--- config.mk ---
export PLATFORM = sky130hd
export DESIGN_NAME = snd_mixer
export DESIGN_NICKNAME = d
export VERILOG_FILES = /design/src/hdl/snd_pkg.sv /design/src/hdl/snd_mixer.sv
export SDC_FILE = /design/constraint.sdc
export NUM_CORES = 1
export LEC_CHECK = 0
export BUFFER_PORTS_ARGS = -buffer_cell sky130_fd_sc_hd__buf_2
export CAP_MARGIN = 20
export CELL_PAD_IN_SITES_DETAIL_PLACEMENT = 1
export CELL_PAD_IN_SITES_GLOBAL_PLACEMENT = 2
export CORE_MARGIN = 8
export CORE_UTILIZATION = 34
export CTS_BUF_LIST = sky130_fd_sc_hd__clkbuf_16
export DETAILED_ROUTE_END_ITERATION = 12
export GPL_ROUTABILITY_DRIVEN = 0
export PLACE_DENSITY_LB_ADDON = 0.1
export SYNTH_ARGS = -nofsm -noshare
export SYNTH_HDL_FRONTEND = slang
export SYNTH_SLANG_ARGS = --single-unit
--- constraint.sdc ---
create_clock -name clk -period 0.8 [get_ports clk]
set_input_delay 0.08 -clock clk [delete_from_list [all_inputs] [get_ports clk]]
set_output_delay 0.08 -clock clk [all_outputs]
set_load 0.05 [all_outputs]
--- src/hdl/snd_pkg.sv ---
//====================
// sound board types
// bus vectors, sample widths, gains
// sound and main bus structs
//====================

package snd_pkg;

    // plain vectors
    typedef logic [7:0]         byte_t;         // data byte, either bus
    typedef logic [15:0]        snd_addr_t;     // sound cpu address
    typedef logic [9:0]         shared_addr_t;  // shared memory / main bus address
    typedef logic [2:0]         bank_t;         // rom bank number
    typedef logic [16:0]        rom_addr_t;     // bank + 14 offset bits

    // audio
    typedef logic signed [15:0] sample_t;       // fm input, mixer output
    typedef logic signed [10:0] pcm_t;          // raw pcm sample
    typedef logic [7:0]         gain_t;         // 4.4 unsigned, 8'h10 is unity

    // sound processor bus, as seen at the board edge
    typedef struct packed {
        snd_addr_t addr;
        logic      rnw;     // high for read
        byte_t     dout;    // write data from the cpu
        logic      vma;     // access valid this cycle
    } snd_bus_t;

    // main/sub cpu side of the shared memory
    typedef struct packed {
        logic         cs;
        logic         rnw;
        shared_addr_t addr;
        byte_t        dout;
    } main_bus_t;

endpackage

--- src/hdl/snd_mixer.sv ---
`timescale 1ns/10ps
//====================
// two-input gain mixer
// fm + pcm, 4.4 gains, saturation
// and peak flag
//====================

module snd_mixer import snd_pkg::*; #(
    parameter gain_t FM_GAIN  = 8'h10,
    parameter gain_t PCM_GAIN = 8'h10
) (
    input  logic    clk,
    input  logic    srst_n,
    input  sample_t fm_in,
    input  pcm_t    pcm_in,
    output sample_t mixed,
    output logic    peak
);

    localparam logic signed [25:0] MAX_S = 26'sd32767;
    localparam logic signed [25:0] MIN_S = -26'sd32768;

    sample_t           pcm_ext;     // pcm at 16-bit scale
    logic signed [24:0] fm_prod;
    logic signed [24:0] pcm_prod;
    logic signed [25:0] mix_sum;
    logic signed [25:0] mix_div;
    sample_t           mix_sat;
    logic              sat;

    // 11 bits shifted up by 5 fill the 16-bit word exactly
    assign pcm_ext = {pcm_in, 5'b0};

    // gains are unsigned, so a zero msb keeps them positive
    assign fm_prod  = fm_in   * $signed({1'b0, FM_GAIN});
    assign pcm_prod = pcm_ext * $signed({1'b0, PCM_GAIN});

    assign mix_sum = fm_prod + pcm_prod;
    assign mix_div = mix_sum >>> 4;     // drop the 4 fraction bits

    // clamp to the 16-bit range
    always_comb begin
        if (mix_div > MAX_S) begin
            mix_sat = 16'sh7fff;
            sat     = 1'b1;
        end else if (mix_div < MIN_S) begin
            mix_sat = -16'sh8000;
            sat     = 1'b1;
        end else begin
            mix_sat = mix_div[15:0];
            sat     = 1'b0;
        end
    end

    always_ff @(posedge clk or negedge srst_n) begin
        if (!srst_n) begin
            mixed <= '0;
            peak  <= 1'b0;
        end else begin
            mixed <= mix_sat;
            peak  <= sat;
        end
    end

endmodule

Word level (Yosys, flattened, before mapping)

Index checks and enable logic that the tools add are counted.

Multiplexer cells: 4
Magnitude comparators: 2
Add/sub/neg operators: 1

Operator list:

| kind                                                             | count |
|---|---|
| 2-to-1 mux 16 bit                                                | 2 |
| adder 20 x 20 -> 21 bit                                          | 1 |
| greater-than comparator 17 x 16 -> 1 bit (second input constant) | 1 |
| less-than comparator 17 x 16 -> 1 bit (second input constant)    | 1 |
| 2-to-1 mux 1 bit                                                 | 2 |

Bits of input ports: 29
Output and inout bits: 17
Word-level logic and storage cells: 9
Register bits after elaboration: 17

Logic depth before layout (Yosys ltp)

Depth in word-level cells: 4
Gate-level depth with buffers: 11
Depth with buffers taken out: 9

Worst setup path before layout

No wires, ideal clock.

Path type: input port to flip-flop
From: input port fm_in[5]
To: register mixed[1]
Stages on the path: 10
Data required time: 0.675 ns
Slack: -1.366 ns
Library setup time: 0.125 ns
Arrival time: 2.041 ns
Path buffers: 1
Path through: ha_1 inv_1 fa_1 nor2b_4 o2111a_2 o31ai_4 o21a_1 buf_6 maj3_1 mux2_4

Word-level cells in the longest chain between the ends: 4
Elaborated cells between the ends (all ways): 5
Those cells by class: add/sub: 1; order compare: 2; mux: 2

Ends and longest elaborated chain:

| item                                  | line            | text |
|---|---|---|
| from (decl)                           | snd_mixer.sv:14 | `input sample_t fm_in,` |
| adder 20 x 20 -> 21 bit (*)           | snd_mixer.sv:38 | `assign mix_sum = fm_prod + pcm_prod;` |
| less-than comparator 17 x 16 -> 1 bit | snd_mixer.sv:46 | `end else if (mix_div < MIN_S) begin` |
| 2-to-1 mux 16 bit                     | snd_mixer.sv:46 |  |
| 2-to-1 mux 16 bit (*)                 | snd_mixer.sv:43 | `if (mix_div > MAX_S) begin` |
| named net mix_sat[1]                  | snd_mixer.sv:28 | `sample_t mix_sat;` |
| to (signal assigned)                  | snd_mixer.sv:60 | `mixed <= mix_sat;` |
| to (decl)                             | snd_mixer.sv:16 | `output sample_t mixed,` |

The timed path passes the listed nets; every way through them passes the cells marked *.

Final worst setup path

From: input port pcm_in[0]
To: register mixed[1]

Word-level cells in the longest chain between the ends: 4
Elaborated cells between the ends (all ways): 5
Those cells by class: add/sub: 1; order compare: 2; mux: 2

Ends and longest elaborated chain:

| item                                  | line            | text |
|---|---|---|
| from (decl)                           | snd_mixer.sv:15 | `input pcm_t pcm_in,` |
| adder 20 x 20 -> 21 bit (*)           | snd_mixer.sv:38 |  |
| less-than comparator 17 x 16 -> 1 bit | snd_mixer.sv:46 |  |
| 2-to-1 mux 16 bit                     | snd_mixer.sv:46 |  |
| 2-to-1 mux 16 bit (*)                 | snd_mixer.sv:43 |  |
| named net mix_sat[1]                  | snd_mixer.sv:28 |  |

Marks and branches as above.

==> flow_summary.yaml <==
timing:
  post-route-min-period_ns: 1.85
  finalCritPeriodShare_pct: 232
  hold_viol: 0
  setup_ws_ns: -1.05
  drv_slew: 0
  rsz0062_at_grt: "true"
  worst_slew_pin_slew_ns: 0.393
  fmax_ghz: 0.540
  setup_viol: 34
  maxSlewHeadroom_pct: 73.8
placed_design:
  port_buffers: 45
  dpl.hpwl_mm: 3.51
  dpl.cell_count: 267
  place_ws_ns: -1.49
yosys:
  syn_nets: 185
  yosysMostFrequentCell: "dfrtp_1"
  synth_common_cells: "dfrtp_1 (17), ha_1 (11), maj3_1 (11), maj3_2 (11)"
  synth_edf_count: 0
  yosys_warnings: 0
  synth_area_um2: 1550
  synth-seq-cells: 17
  yosysTopAreaCell: "dfrtp_1"
  yosysUniqueCellTypes: 45
  ys_seq_area_share_pct: 27.4
  synth_top_area_share_pct: 27.4
  syn_area_per_cell_um2: 10.8
  synth-async-reset-ratio_pct: 100
  synthCells: 144
  yosys-top-cells-area: "dfrtp_1 (27%), ha_1 (8.9%), maj3_2 (8.0%), maj3_1 (7.1%), mux2i_1 (3.2%)"
  synth_flop_cell: "dfrtp_1"
cts:
  cts_tree: "yes"
  clk_pin_slew_worst_paths_ns: 0.05
  root_buffer: "clkbuf_16"
  cts.sinks: 17
  clockBufferDepth: 2
  numCtsBuffers: 3
  htreeDepth: 1
final_layout:
  drive_above_1_share_pct: 62.2
  nFillCells: 487
  n_antenna_cell: 0
  syn2layout_area_growth_pct: 56.0
  post-route-util_pct: 55.3
  finalNonFillerCells: 274
  fin_nets: 264
detailed_routing:
  via_per_inst: 5.13
  firstDrtPassIters: 4
  ant_nets: 0
  drc_errors: 0
  dr_total_vias: 1405
  routedWlPerCell_um: 15.5
  routed_wl_mm: 4.25
  drtIter0Drc: 56
die:
  die_x_um: 83.6
  core_um2: 4380
  die_area_um2: 6990
  die-height_um: 83.6
  row_count: 24
  boundaryPins: 46
  start_util_pct: 35.4
worst_setup_path:
  cp.buffers_inverters: 3
  required_ns: 0.93
  cpPeakStageDelay_ns: 0.34
  worst_setup_path_end_kind: "flip-flop"
  worstPathArrival_ns: 1.98
  crit_type: "in -> reg"
  crit_path_start_kind: "primary input"
  crit_family: "adder cells"
  critPathMaxFanout: 8
  cp_cell_sequence: "buf_6, ha_4, inv_2, fa_2, nor2b_4, o2111a_2, o31ai_4, buf_4, o21ai_4, maj3_2, mux2_4"
  crit_slowest_cell: "maj3_2"
power:
  leakage_nw: 1.08
  power_density_nw_per_um2: 2020
  peakVddDrop_mv: 1.07
grt:
  antenna_found_initial: 0
  grt_max_degree: 22
  grt_use_total_pct: 12.0
  grt_pass1_wl_mm: 7.25
  grt_pass1_vias: 1557
  grt-ovfl-total: 0
min_path:
  hold_class: "in -> reg"
status:
  status: "finished with violations"
  violations: "negative setup slack"
job:
  drv_cap: 0
==> kinds of logic after synthesis <==
logic type / share of synthesized area, %
XOR/XNOR: 5.07
multiplexers: 8.05
adder cells (fa/ha/maj): 25.2
flip-flops: 27.4
buffers and inverters: 4.19
AO/OA/AOI/OAI: 21.6
AND/OR/NAND/NOR: 8.54
==> stage by stage <==
stage	hold WS (ns)	power (mW)	cell area, um^2	setup TNS [ns]
5_1_grt	0.276	5.17	2420	-19.35
2_1_floorplan	-0.216	2.89	1640	-18.51
3_5_place_dp	0.00979	3.57	2120	-23.30
6_report	0.266	4.90	2420	-17.58
4_1_cts	0.267	4.91	2390	-17.60
3_3_place_gp	-0.00389	3.50	2120	-22.25
==> per-layer routing <==
metal	up-vias	wire [um]	GRT usage, %
li1	691	-	-
met1	673	1810	13.8
met2	37	2200	21.5
met3	4	198	2.44
met4	0	37	3.77
met5	-	0	0
==> state kept, by name, summed over array words and instances, names as in the netlist <==
signal and flops:
peak 1, mixed 16
==> area by class of cell <==
cell class	instances	area, um^2	area share, %
Sequential cell	17	425	17.6
Multi-Input combinational cell	117	1210	50.1
Clock inverter	1	3.75	0.155
Inverter	4	15.0	0.620
Tap cell	52	65.1	2.68
Timing Repair Buffer	80	624	25.8
Clock buffer	3	75.1	3.10
==> report_power, final <==
group	switching (mW)	internal, mW	leakage (nW)
clock network	0.287	0.661	0.0423
logic	1.55	1.26	0.854
registers	0.0888	1.05	0.186
==> final timing paths <==
kind / start / end / slack [ns] / cells past startpoint
min in group asynchronous: srst_n / mixed[6] / 0.29 / 2
setup / recovery: pcm_in[0] / mixed[1] / -1.05 / 11
hold / removal: fm_in[3] / mixed[3] / 0.27 / 3
max in group asynchronous: srst_n / mixed[5] / 0.25 / 2
==> cells in the final DEF, fill, tap and decap left out, types with 2 or more instances in the layout <==
master and count:
ha_4 5, nor2_1 8, mux2_4 6, nor3_1 2, clkbuf_16 3, a21o_1 3, xnor2_1 4, nand3_1 2
maj3_2 22, buf_4 30, nand2b_1 3, inv_2 3, mux2i_1 4, o211ai_1 3, a21oi_1 5, ha_1 5
xor2_1 5, a21oi_2 3, o21a_1 3, nand2_1 5, buf_2 26, dfrtp_1 17, buf_6 23, o21ai_0 2
o21ai_2 2, inv_1 2
==> tightest hold or removal path, delay by kind of cell <==
family | cells | cell delay [ns]
adders and majority gates | 1 | 0.17
muxes | 1 | 0.13
buffers and inverters | 1 | 0.10
==> repair_timing <==
| action | 4_1_cts | 5_1_grt |
|---|---|---|
| setup endpoints to repair | 34 | 34 |
| setup buffers | 0 | 3 |
| hold buffers | 1 | 0 |
| endpoints found under the hold margin | 17 | 0 |
| resized for setup | 54 | 3 |
| pin swaps | 13 | 3 |
No activity file was read; power rests on OpenSTA's default activity.
