--- src/hdl/snd_pkg.sv ---
//====================
// sound board types
// bus vectors, sample widths, gains
// sound and main bus structs
//====================

package snd_pkg;

    // plain vectors
    typedef logic [7:0]         byte_t;         // data byte, either bus
    typedef logic [15:0]        snd_addr_t;     // sound cpu address
    typedef logic [9:0]         shared_addr_t;  // shared memory / main bus address
    typedef logic [2:0]         bank_t;         // rom bank number
    typedef logic [16:0]        rom_addr_t;     // bank + 14 offset bits

    // audio
    typedef logic signed [15:0] sample_t;       // fm input, mixer output
    typedef logic signed [10:0] pcm_t;          // raw pcm sample
    typedef logic [7:0]         gain_t;         // 4.4 unsigned, 8'h10 is unity

    // sound processor bus, as seen at the board edge
    typedef struct packed {
        snd_addr_t addr;
        logic      rnw;     // high for read
        byte_t     dout;    // write data from the cpu
        logic      vma;     // access valid this cycle
    } snd_bus_t;

    // main/sub cpu side of the shared memory
    typedef struct packed {
        logic         cs;
        logic         rnw;
        shared_addr_t addr;
        byte_t        dout;
    } main_bus_t;

endpackage

--- src/hdl/snd_bus_decode.sv ---
`timescale 1ns/10ps
//====================
// sound bus address decoder
// rom bank register, vblank irq latch
// registered read data mux
//====================

module snd_bus_decode import snd_pkg::*; (
    input  logic      clk,
    input  logic      srst_n,
    input  snd_bus_t  snd_bus,
    input  logic      lvbl,
    input  byte_t     rom_data,
    input  logic      rom_ok,
    input  byte_t     ram_dout,
    input  byte_t     fm_dout,
    input  byte_t     tri_dout,
    input  byte_t     snd_rdata,
    output logic      rom_cs,
    output rom_addr_t rom_addr,
    output logic      bus_busy,
    output logic      fm_cs,
    output logic      tri_cs,
    output logic      ram_we,
    output logic      shared_cs,
    output logic      irq_n,
    output byte_t     snd_din
);

    logic  ram_cs;      // work ram, read or write
    logic  reg_cs;      // control register writes
    bank_t bank;
    logic  lvbl_l;

    // select of the access in flight, one cycle late
    logic  rom_q;
    logic  ram_q;
    logic  fm_q;
    logic  tri_q;
    logic  shr_q;

    // one-hot decode on the top nibble
    always_comb begin
        rom_cs    = 1'b0;
        fm_cs     = 1'b0;
        shared_cs = 1'b0;
        tri_cs    = 1'b0;
        ram_cs    = 1'b0;
        reg_cs    = 1'b0;
        if (snd_bus.vma) begin
            casez (snd_bus.addr[15:12])
                4'b00??: rom_cs    = 1'b1;
                4'b0100: fm_cs     = 1'b1;
                4'b0101: shared_cs = 1'b1;
                4'b0111: tri_cs    = 1'b1;
                4'b100?: ram_cs    = 1'b1;
                4'b11??: begin
                    // top 16 KB is fixed rom for reads, registers for writes
                    rom_cs = snd_bus.rnw;
                    reg_cs = ~snd_bus.rnw;
                end
                default: ;  // 6000-6fff, a000-bfff unmapped
            endcase
        end
    end

    // top region always maps to bank 0
    assign rom_addr = {(&snd_bus.addr[15:14]) ? bank_t'(0) : bank, snd_bus.addr[13:0]};
    assign bus_busy = rom_cs & ~rom_ok;
    assign ram_we   = ram_cs & ~snd_bus.rnw;

    // bank register and vblank interrupt
    always_ff @(posedge clk or negedge srst_n) begin
        if (!srst_n) begin
            bank   <= '0;
            irq_n  <= 1'b1;
            lvbl_l <= 1'b0;
        end else begin
            lvbl_l <= lvbl;
            if (!lvbl && lvbl_l)
                irq_n <= 1'b0;          // entering vblank
            if (reg_cs) begin
                case (snd_bus.addr[13:12])
                    2'd0:    bank  <= snd_bus.dout[6:4];
                    2'd2:    irq_n <= 1'b1;     // irq acknowledge
                    default: ;
                endcase
            end
        end
    end

    // first stage: remember who was selected, memory reads meanwhile
    always_ff @(posedge clk or negedge srst_n) begin
        if (!srst_n) begin
            rom_q <= 1'b0;
            ram_q <= 1'b0;
            fm_q  <= 1'b0;
            tri_q <= 1'b0;
            shr_q <= 1'b0;
        end else begin
            rom_q <= rom_cs;
            ram_q <= ram_cs;
            fm_q  <= fm_cs;
            tri_q <= tri_cs;
            shr_q <= shared_cs;
        end
    end

    // second stage: read byte back to the cpu
    always_ff @(posedge clk or negedge srst_n) begin
        if (!srst_n) begin
            snd_din <= '0;
        end else begin
            snd_din <= rom_q ? rom_data  :
                       ram_q ? ram_dout  :
                       fm_q  ? fm_dout   :
                       tri_q ? tri_dout  :
                       shr_q ? snd_rdata :
                       8'd0;
        end
    end

endmodule

--- config.mk ---
export PLATFORM = sky130hd
export DESIGN_NAME = snd_bus_decode
export DESIGN_NICKNAME = d
export VERILOG_FILES = /design/src/hdl/snd_pkg.sv /design/src/hdl/snd_bus_decode.sv
export SDC_FILE = /design/constraint.sdc
export NUM_CORES = 1
export LEC_CHECK = 0
export ABC_AREA = 0
export BUFFER_PORTS_ARGS = -buffer_cell sky130_fd_sc_hd__buf_2
export CAP_MARGIN = 40
export CORE_MARGIN = 2
export CORE_UTILIZATION = 33
export CTS_BUF_LIST = sky130_fd_sc_hd__clkbuf_4 sky130_fd_sc_hd__clkbuf_8
export CTS_CLUSTER_SIZE = 14
export DETAILED_ROUTE_END_ITERATION = 7
export MAX_ROUTING_LAYER = met4
export PLACE_DENSITY_LB_ADDON = 0.08
export REMOVE_ABC_BUFFERS = 1
export SYNTH_ARGS = -nofsm -noshare
export SYNTH_HDL_FRONTEND = slang
export SYNTH_SLANG_ARGS = --single-unit
--- constraint.sdc ---
create_clock -name clk -period 1.1 [get_ports clk]
set_input_delay 0.055 -clock clk [delete_from_list [all_inputs] [get_ports clk]]
set_output_delay 0.055 -clock clk [all_outputs]
set_load 0.005 [all_outputs]
# --- Yosys cells after proc, flatten, opt, wreduce, memory -nomap -nowiden ---
# Cells that the tools add are included.
totals:
  word_cells: 46
  input_bits: 70
  ff_bits: 18
classes:
  n_bitwise: 4
  n_reduce_logical: 6
  mux: 21
  n_eq_ne: 6
op_table:
  columns: ["cell", "count"]
  rows:
  - ["$mux W8", 5]
  - ["$mux W1", 14]
  - ["$eq A4 B3 Y1 const B", 3]
  - ["$eq A2 B2 Y1 const B", 2]
  - ["$logic_not A2 Y1", 2]
  - ["$reduce_and A2 Y1", 2]
  - ["$eq A3 B3 Y1 const B", 1]
  - ["$mux W3", 1]
  - ["$and A1 B1 Y1", 2]
  - ["$not A1 Y1", 2]
  - ["$pmux W1 S2", 1]
  - ["$logic_and A1 B1 Y1", 1]
  - ["$logic_not A1 Y1", 1]

# --- Longest topological paths before layout ---
# Gate-level depths: netlist (run 1).
logic_depth:
  ltp_word: 5
  mapped_depth: 5
  ltp_nobuf: 5

# --- Least setup slack after synthesis (run 1) ---
# No wires, ideal clock.
synth_path:
  kind: "reg2reg"
  from: "register tri_q"
  to: "register snd_din[0]"
  setup_slack_ns: 0.017
  arrival_time_ns: 0.995
  stages_incl_launch_ff: 5
  required_ns: 1.012
  path_cell_list: "dfrtp_1 buf_6 nor3b_4 nand2_1 a41oi_1"
synth_between:
  elab_chain_len: 4
synth_rtl:
  columns: ["item", "line", "rtl"]
  rows:
  - ["start: declaration", "snd_bus_decode.sv:39", "logic tri_q;"]
  - ["start signal: assignment", "snd_bus_decode.sv:104", "tri_q <= tri_cs;"]
  - ["$mux W8", "snd_bus_decode.sv:117", "tri_q ? tri_dout :"]
  - ["$mux W8", "snd_bus_decode.sv:116", "fm_q ? fm_dout :"]
  - ["$mux W8", "snd_bus_decode.sv:115", "ram_q ? ram_dout :"]
  - ["$mux W8", "snd_bus_decode.sv:114", "snd_din <= rom_q ? rom_data :"]
  - ["end signal: assignment", "snd_bus_decode.sv:114", null]
  - ["end: declaration", "snd_bus_decode.sv:27", "output byte_t snd_din"]
# Every way passes these cells.
# A chain may end at the register's enable or synchronous reset.

# --- Worst setup path after layout (run 1) ---
layout_path:
  from: "register fm_q"
  to: "register snd_din[0]"
layout_between:
  elab_chain_len: 3
layout_rtl:
  columns: ["item", "line", "rtl"]
  rows:
  - ["start: declaration", "snd_bus_decode.sv:38", "logic fm_q;"]
  - ["start signal: assignment", "snd_bus_decode.sv:103", "fm_q <= fm_cs;"]
  - ["$mux W8", "snd_bus_decode.sv:116", null]
  - ["$mux W8", "snd_bus_decode.sv:115", null]
  - ["$mux W8", "snd_bus_decode.sv:114", null]
# Every way passes these cells.

==> metrics.txt, run 1 <==
fill count=284; maxcap violations=0; global-route wire length before repair=4970 um; worst path required time=1320 ps; Die Ht=60.3 um; CTS tree=built; clock tree sinks=18; Mapped Area=1050 um^2; top area cells in the synthesized netlist=dfrtp_1, buf_4, nand2_1, a41oi_1, nand3b_1; Core Box Area=3030 um^2; clock buffer depth=2; critical path type=register to register; Via Count=1,122; cell taking the most area after synthesis=dfrtp_1; Max Clk Rate=927 MHz; fin nets=258; Routed WL per cell=13.8 um; initial antenna violation count=0; drt total wl=3140 um; vias in the first global route=1,179; DRT iter0 DRCs=29; minimum clock period=1080 ps; setup violators final=0; Syn Area/Cell=9.61 um^2; largest net degree at the start of global routing=19; final instance area=1690 um^2; antenna viol nets, final=0; CP delay by family, top=flip-flops; Worst Setup End Kind=register; Clk Tree Root Cell=clkbuf_4; CTS H-tree depth=1; TritonRoute pass-1 iters=4; Skew-Pair Late Insertion Delay=290 ps; placer congestion estimate=0.699; Total Routing Usage GR=19.1%; area share of the largest cell type after synthesis=40.6%; worst-path maximum fanout=8; Worst VDD drop=440 uV; crit path cell chain=nor3b_4, buf_12, nand2_2, a41oi_2; number of CTS-inserted buffers=3; Static Leak=0.814 nW; antenna cells=0; placed cell area=1410 um^2; Setup crit start=fm_q; die width=60.3 um; pre-CTS WS=-26.7 ps; share of cells above drive strength 1=63.6%; cells after synthesis=109; PwrDens=901 nW/um^2; Worst Max-Slew Pin Slew=404 ps; Synth Register Bits=18; crit path buf inv count=1; Final Worst Setup Slack=21.7 ps; worst min path class=primary input to register; Synthesis Warnings=0; crit path launch type=register; die area=3640 um^2; Residual DRC=0; Initial Utilization=34.6%; worst endpoint data arrival time=1300 ps; reg2reg start=fm_q; clock-pin slew on the worst setup and hold paths=110 ps; Final Hold Viols=0; grt total ovfl=0; crit-path max cell delay=430 ps; mean number of vias per cell=4.92; CP max-delay cell=dfrtp_1; I/O pin count=102; count of input and output buffers=72; DP Wirelength=2280 um; RSZ-0062 raised after global routing=true; max-slew violations=0; slew margin rel.=73.1%; post-synthesis sequential area ratio=43.1%; min-delay src=snd_bus[23]; row count=20; area added between synthesis and finish=61.3%; synth unique cells=26; Final period util=98.0%; Worst Clk Skew=2.97 ps; status=complete, no violations
## synth_stat cells, drive strengths merged
library cell   n
a21oi          1
a41oi          8
and4           1
buf           16
clkbuf         1
dfrtp         17
dfstp          1
ha             3
inv            5
mux2           3
nand2         19
nand2b         1
nand3          1
nand3b         8
nand4          1
nor2           4
nor2b          4
nor3           2
nor3b          2
nor4           1
o21ai          2
o22ai          7
or3b           1
## report_power, final
group,switching (W),internal (W)
combinational,0.000161,0.000216
clock,0.000206,0.000201
sequential,0.0000221,0.000717
total,0.000388,0.00113
## placed cells by master, fill, tap and decap left out, types with 4 or more instances in the layout
| master | count |
|---|---|
| dfrtp_1 | 16 |
| a41oi_2 | 8 |
| dlygate4sd3_1 | 6 |
| nor2_1 | 4 |
| nor2b_1 | 4 |
| nand2_2 | 5 |
| nand3b_1 | 8 |
| buf_4 | 7 |
| inv_1 | 4 |
| o22ai_2 | 5 |
| nand2_1 | 14 |
| buf_2 | 72 |
## worst paths after layout
| kind | to | slack, ps | depth (start not counted) |
|---|---|---|---|
| worst max-delay path | snd_din[0] | 20 | 4 |
| worst min-delay path | ram_q | 10 | 2 |
| worst max register to register | snd_din[0] | 20 | 4 |
| worst min register to register | irq_n | 490 | 2 |
| max in group asynchronous | irq_n | 560 | 2 |
| min in group asynchronous | snd_din[5] | 220 | 2 |
## metrics by stage
stage	total power, W	hold slack [ps]	utilization (%)	cells	setup TNS, ps
2_1_floorplan	0.000852	-241	-	92	-365
3_3_place_gp	0.00105	8.80	46.6	216	-8.07
3_5_place_dp	0.00106	13.3	46.6	216	-55.1
4_1_cts	0.00150	0.761	51.2	226	0
5_1_grt	0.00162	13.1	55.8	228	-173
6_report	0.00152	10.6	55.8	228	0
## metal layers
layer | GRT usage [%] | share of wire, % | up-vias
met5 | - | 0 | -
met4 | 7.30 | 0.48 | 0
met3 | 5.97 | 9.2 | 2
met2 | 34.2 | 51 | 59
met1 | 19.4 | 39 | 538
li1 | - | - | 523
## what timing repair did
action | in CTS | in global routing
pin swaps | 1 | 12
gates resized for setup | 8 | 21
endpoints found under the setup margin | 7 | 9
hold buffers | 6 | 0
endpoints found under the hold margin | 23 | 0
setup buffers | 0 | 2
## registers in the layout, indices dropped and copies added (netlist names)
register,cells
irq_n,1
tri_q,1
rom_q,1
lvbl_l,1
shr_q,1
fm_q,1
ram_q,1
snd_din,8
bank,3
## kinds of logic (layout without fill, tap and decap cells)
group           Yosys count  count (layout)  share of synthesized area, %
compound gates           18              18                          12.3
fa+ha+maj                 3               3                          3.58
buf+inv                  22              97                          13.7
flops                    18              18                          43.1
mux                       3               3                          3.23
simple gates             45              45                          24.0
## final cells by class
| class | count | area, um^2 | share of cell area [%] |
|---|---|---|---|
| multi-input cells | 69 | 598 | 35.4 |
| repair buffers | 88 | 524 | 31.0 |
| flip-flops and latches | 18 | 453 | 26.8 |
| well taps | 44 | 55.1 | 3.26 |
| clock buffers | 4 | 36.3 | 2.15 |
| inverters | 5 | 22.5 | 1.33 |
Power figures use the tool's default switching activity.
==> inputs of run 2 (changes only) <==
--- a/config.mk
+++ b/config.mk
@@ -5,13 +5,12 @@
 export SDC_FILE = /design/constraint.sdc
 export NUM_CORES = 1
 export LEC_CHECK = 0
-export ABC_AREA = 0
+export ABC_AREA = 1
 export BUFFER_PORTS_ARGS = -buffer_cell sky130_fd_sc_hd__buf_2
 export CAP_MARGIN = 40
 export CORE_MARGIN = 2
-export CORE_UTILIZATION = 33
+export CORE_UTILIZATION = 36
 export CTS_BUF_LIST = sky130_fd_sc_hd__clkbuf_4 sky130_fd_sc_hd__clkbuf_8
-export CTS_CLUSTER_SIZE = 14
 export DETAILED_ROUTE_END_ITERATION = 7
 export MAX_ROUTING_LAYER = met4
 export PLACE_DENSITY_LB_ADDON = 0.08
==> metrics.txt, run 2 <==
CTS H-tree depth=1 (unchanged); placed cell area=1510 um^2 (was 1410 um^2); max FFs per register=8 (unchanged); synth cell count leaders=nand2_1, a21oi_1, dfrtp_1, inv_1, buf_4 (was nand2_1, dfrtp_1, buf_4); CTS tree=built (unchanged); drt total wl=3020 um (was 3140 um); global-route wire length before repair=5100 um (was 4970 um); Core Box Area=3310 um^2 (was 3030 um^2); PwrDens=864 nW/um^2 (was 901 nW/um^2); Worst Clk Skew=10.3 ps (was 2.97 ps); Worst Setup End Kind=register (unchanged); share of cells above drive strength 1=42.0% (was 63.6%); Final period util=93.3% (was 98.0%); most frequent cells in the layout=buf_2, nand2_1, a21oi_1 (was buf_2, dfrtp_1, nand2_1); commonest non-fill, non-tap cell in the layout=buf_2 (unchanged); Most used DFF post-synth=dfrtp_1 (unchanged); Final Hold Viols=0 (unchanged); mean number of vias per cell=4.48 (was 4.92); setup violators final=0 (unchanged); largest net degree at the start of global routing=19 (unchanged); worst path required time=1330 ps (was 1320 ps); Worst Max-Slew Pin Slew=396 ps (was 404 ps); Switch Pwr=0.000380 W (was 0.000388 W); DRT iter0 DRCs=48 (was 29); count of input and output buffers=72 (unchanged); die width=62.6 um (was 60.3 um); final instance area=1700 um^2 (was 1690 um^2); clock buffer depth=2 (unchanged); Die Ht=62.6 um (was 60.3 um); reg2reg start=tri_q (was fm_q); area added between synthesis and finish=37.6% (was 61.3%); number of CTS-inserted buffers=3 (unchanged); maxcap violations=0 (unchanged); status=complete, no violations (unchanged); Skew-Pair Late Insertion Delay=290 ps (about the same); worst min path class=primary input to register (unchanged); top area cells in the synthesized netlist=dfrtp_1, nand2_1, buf_4, a21oi_1, nand3_2 (was dfrtp_1, buf_4, nand2_1, a41oi_1, nand3b_1); Setup crit start=snd_bus[25] (was fm_q); Biggest register=snd_din (unchanged); minimum clock period=1030 ps (was 1080 ps); hold slack=29.1 ps (was 10.6 ps); DP Wirelength=2410 um (was 2280 um); Syn Area/Cell=7.41 um^2 (was 9.61 um^2); Mapped Area=1240 um^2 (was 1050 um^2); cells after synthesis=167 (was 109); Total Routing Usage GR=16.5% (was 19.1%); Sw Share=25.8% (was 25.5%); Seq pwr share=50.2% (was 48.5%); row count=21 (was 20); Via Count=1,271 (was 1,122); antenna viol nets, final=0 (unchanged); post-route insts no fill=284 (was 228); asr flop ratio synth=100% (unchanged); top flop regs=snd_din: 8 flops, bank: 3 flops (unchanged); initial antenna violation count=0 (unchanged); Pint=0.00109 W (was 0.00113 W); die area=3920 um^2 (was 3640 um^2); vias in the first global route=1,197 (was 1,179); clock tree sinks=18 (unchanged); area share of the largest cell type after synthesis=34.4% (was 40.6%); fin nets=312 (was 258); max-slew violations=0 (unchanged); cell taking the most area after synthesis=dfrtp_1 (unchanged); worst-path maximum fanout=4 (was 8); crit path launch type=primary input (was register); TritonRoute pass-1 iters=4 (unchanged); Clock Power Share=27.2% (was 26.7%); grt total ovfl=0 (unchanged); Worst VDD drop=661 uV (was 440 uV); Synthesis Warnings=0 (unchanged); Cells after DPL=266 (was 216); Synth Register Bits=18 (unchanged); most common cell in the netlist=nand2_1 (unchanged); fill count=346 (was 284); I/O pin count=102 (unchanged); post-synthesis sequential area ratio=36.5% (was 43.1%); Final Util=51.4% (was 55.8%); min-delay src=snd_bus[5] (was snd_bus[23]); clock-pin slew on the worst setup and hold paths=90 ps (was 110 ps); antenna cells=0 (unchanged); Static Leak=1.01 nW (was 0.814 nW); critical path type=primary input to register (was register to register); placer congestion estimate=0.721 (was 0.699); Max Clk Rate=975 MHz (was 927 MHz); worst endpoint data arrival time=1250 ps (was 1300 ps); EDFF count, synth=0 (unchanged); synth unique cells=22 (was 26); slew margin rel.=73.6% (was 73.1%); Logic pwr share=22.6% (was 24.7%); Initial Utilization=37.4% (was 34.6%); Routed WL per cell=10.6 um (was 13.8 um); Residual DRC=0 (unchanged); Clk Tree Root Cell=clkbuf_4 (unchanged)
==> run 2: cell count changes after synthesis, moves of 3 or more <==
cell / previous run / this run
nor3_1: 2 / 5
o22ai_1: 7 / 0
nor2b_1: 4 / 0
nand3_2: 0 / 8
a21oi_1: 1 / 18
inv_1: 5 / 17
nand2_1: 19 / 59
nand3b_1: 8 / 0
mux2_2: 3 / 0
a41oi_1: 8 / 0
==> run 2: final timing paths <==
kind | slack (ps) | to | depth (start not counted)
max | 70 | fm_q | 6
min | 30 | bank[0] | 3
max reg2reg | 110 | snd_din[0] | 7
min reg2reg | 500 | irq_n | 2
max in group asynchronous | 570 | irq_n | 2
min in group asynchronous | 200 | snd_din[4] | 2
==> run 2: kinds of logic after synthesis <==
kind of cell               Yosys count  share of synthesized area (%)
DFF                                 18                           36.5
adders and majority gates            3                           3.03
AOI/OAI and AO/OA                   21                           9.10
buffers and inverters               40                           18.9
and+or+nand+nor                     85                           32.5
==> run 2: power groups by stage <==
stage	clock network [W]	logic [W]	registers (W)
floorplan	0	0.000113	0.000751
global placement	0	0.000296	0.000751
detailed placement	0	0.000301	0.000751
CTS	0.000430	0.000337	0.000738
global route	0.000456	0.000379	0.000744
finish	0.000400	0.000332	0.000738
==> run 2: critical path, cell delays in order <==
cell and delay, ps:
buf_2 100, inv_1 100, ha_1 150, nand2_1 70, nor3_1 190, dlygate4sd3_1 570
==> run 2: area by class of cell <==
cell class | instances | area [um^2] | area share [%]
clock buffer | 4 | 36.3 | 2.13
tap | 46 | 57.6 | 3.38
timing repair buffer | 88 | 523 | 30.7
sequential | 18 | 458 | 26.9
multi-input combinational | 109 | 552 | 32.4
inverter | 19 | 76.3 | 4.48
==> run 2: stage by stage <==
stage	setup WS, ps	setup TNS [ps]	power [W]
after floorplan	133	0	0.000864
after global placement	38.3	0	0.00105
after detailed placement	49.1	0	0.00105
after CTS	41.2	0	0.00151
after global routing	-0.780	-0.780	0.00158
final	74.1	0	0.00147
==> run 2: repair_timing <==
action,4_1_cts,5_1_grt
gates resized for setup,0,7
buffers inserted,0,0
hold endpoints to repair,31,0
hold buffers,14,0
setup endpoints to repair,0,8
==> run 2: routing by layer <==
layer / wire (um) / share of wire [%] / vias up / global-route usage, %
met4: 14 / 0.46 / 0 / 2.50
li1: - / - / 651 / -
met1: 1250 / 41 / 559 / 19.0
met2: 1450 / 48 / 59 / 27.3
met5: 0 / 0 / - / -
met3: 299 / 9.9 / 2 / 7.21
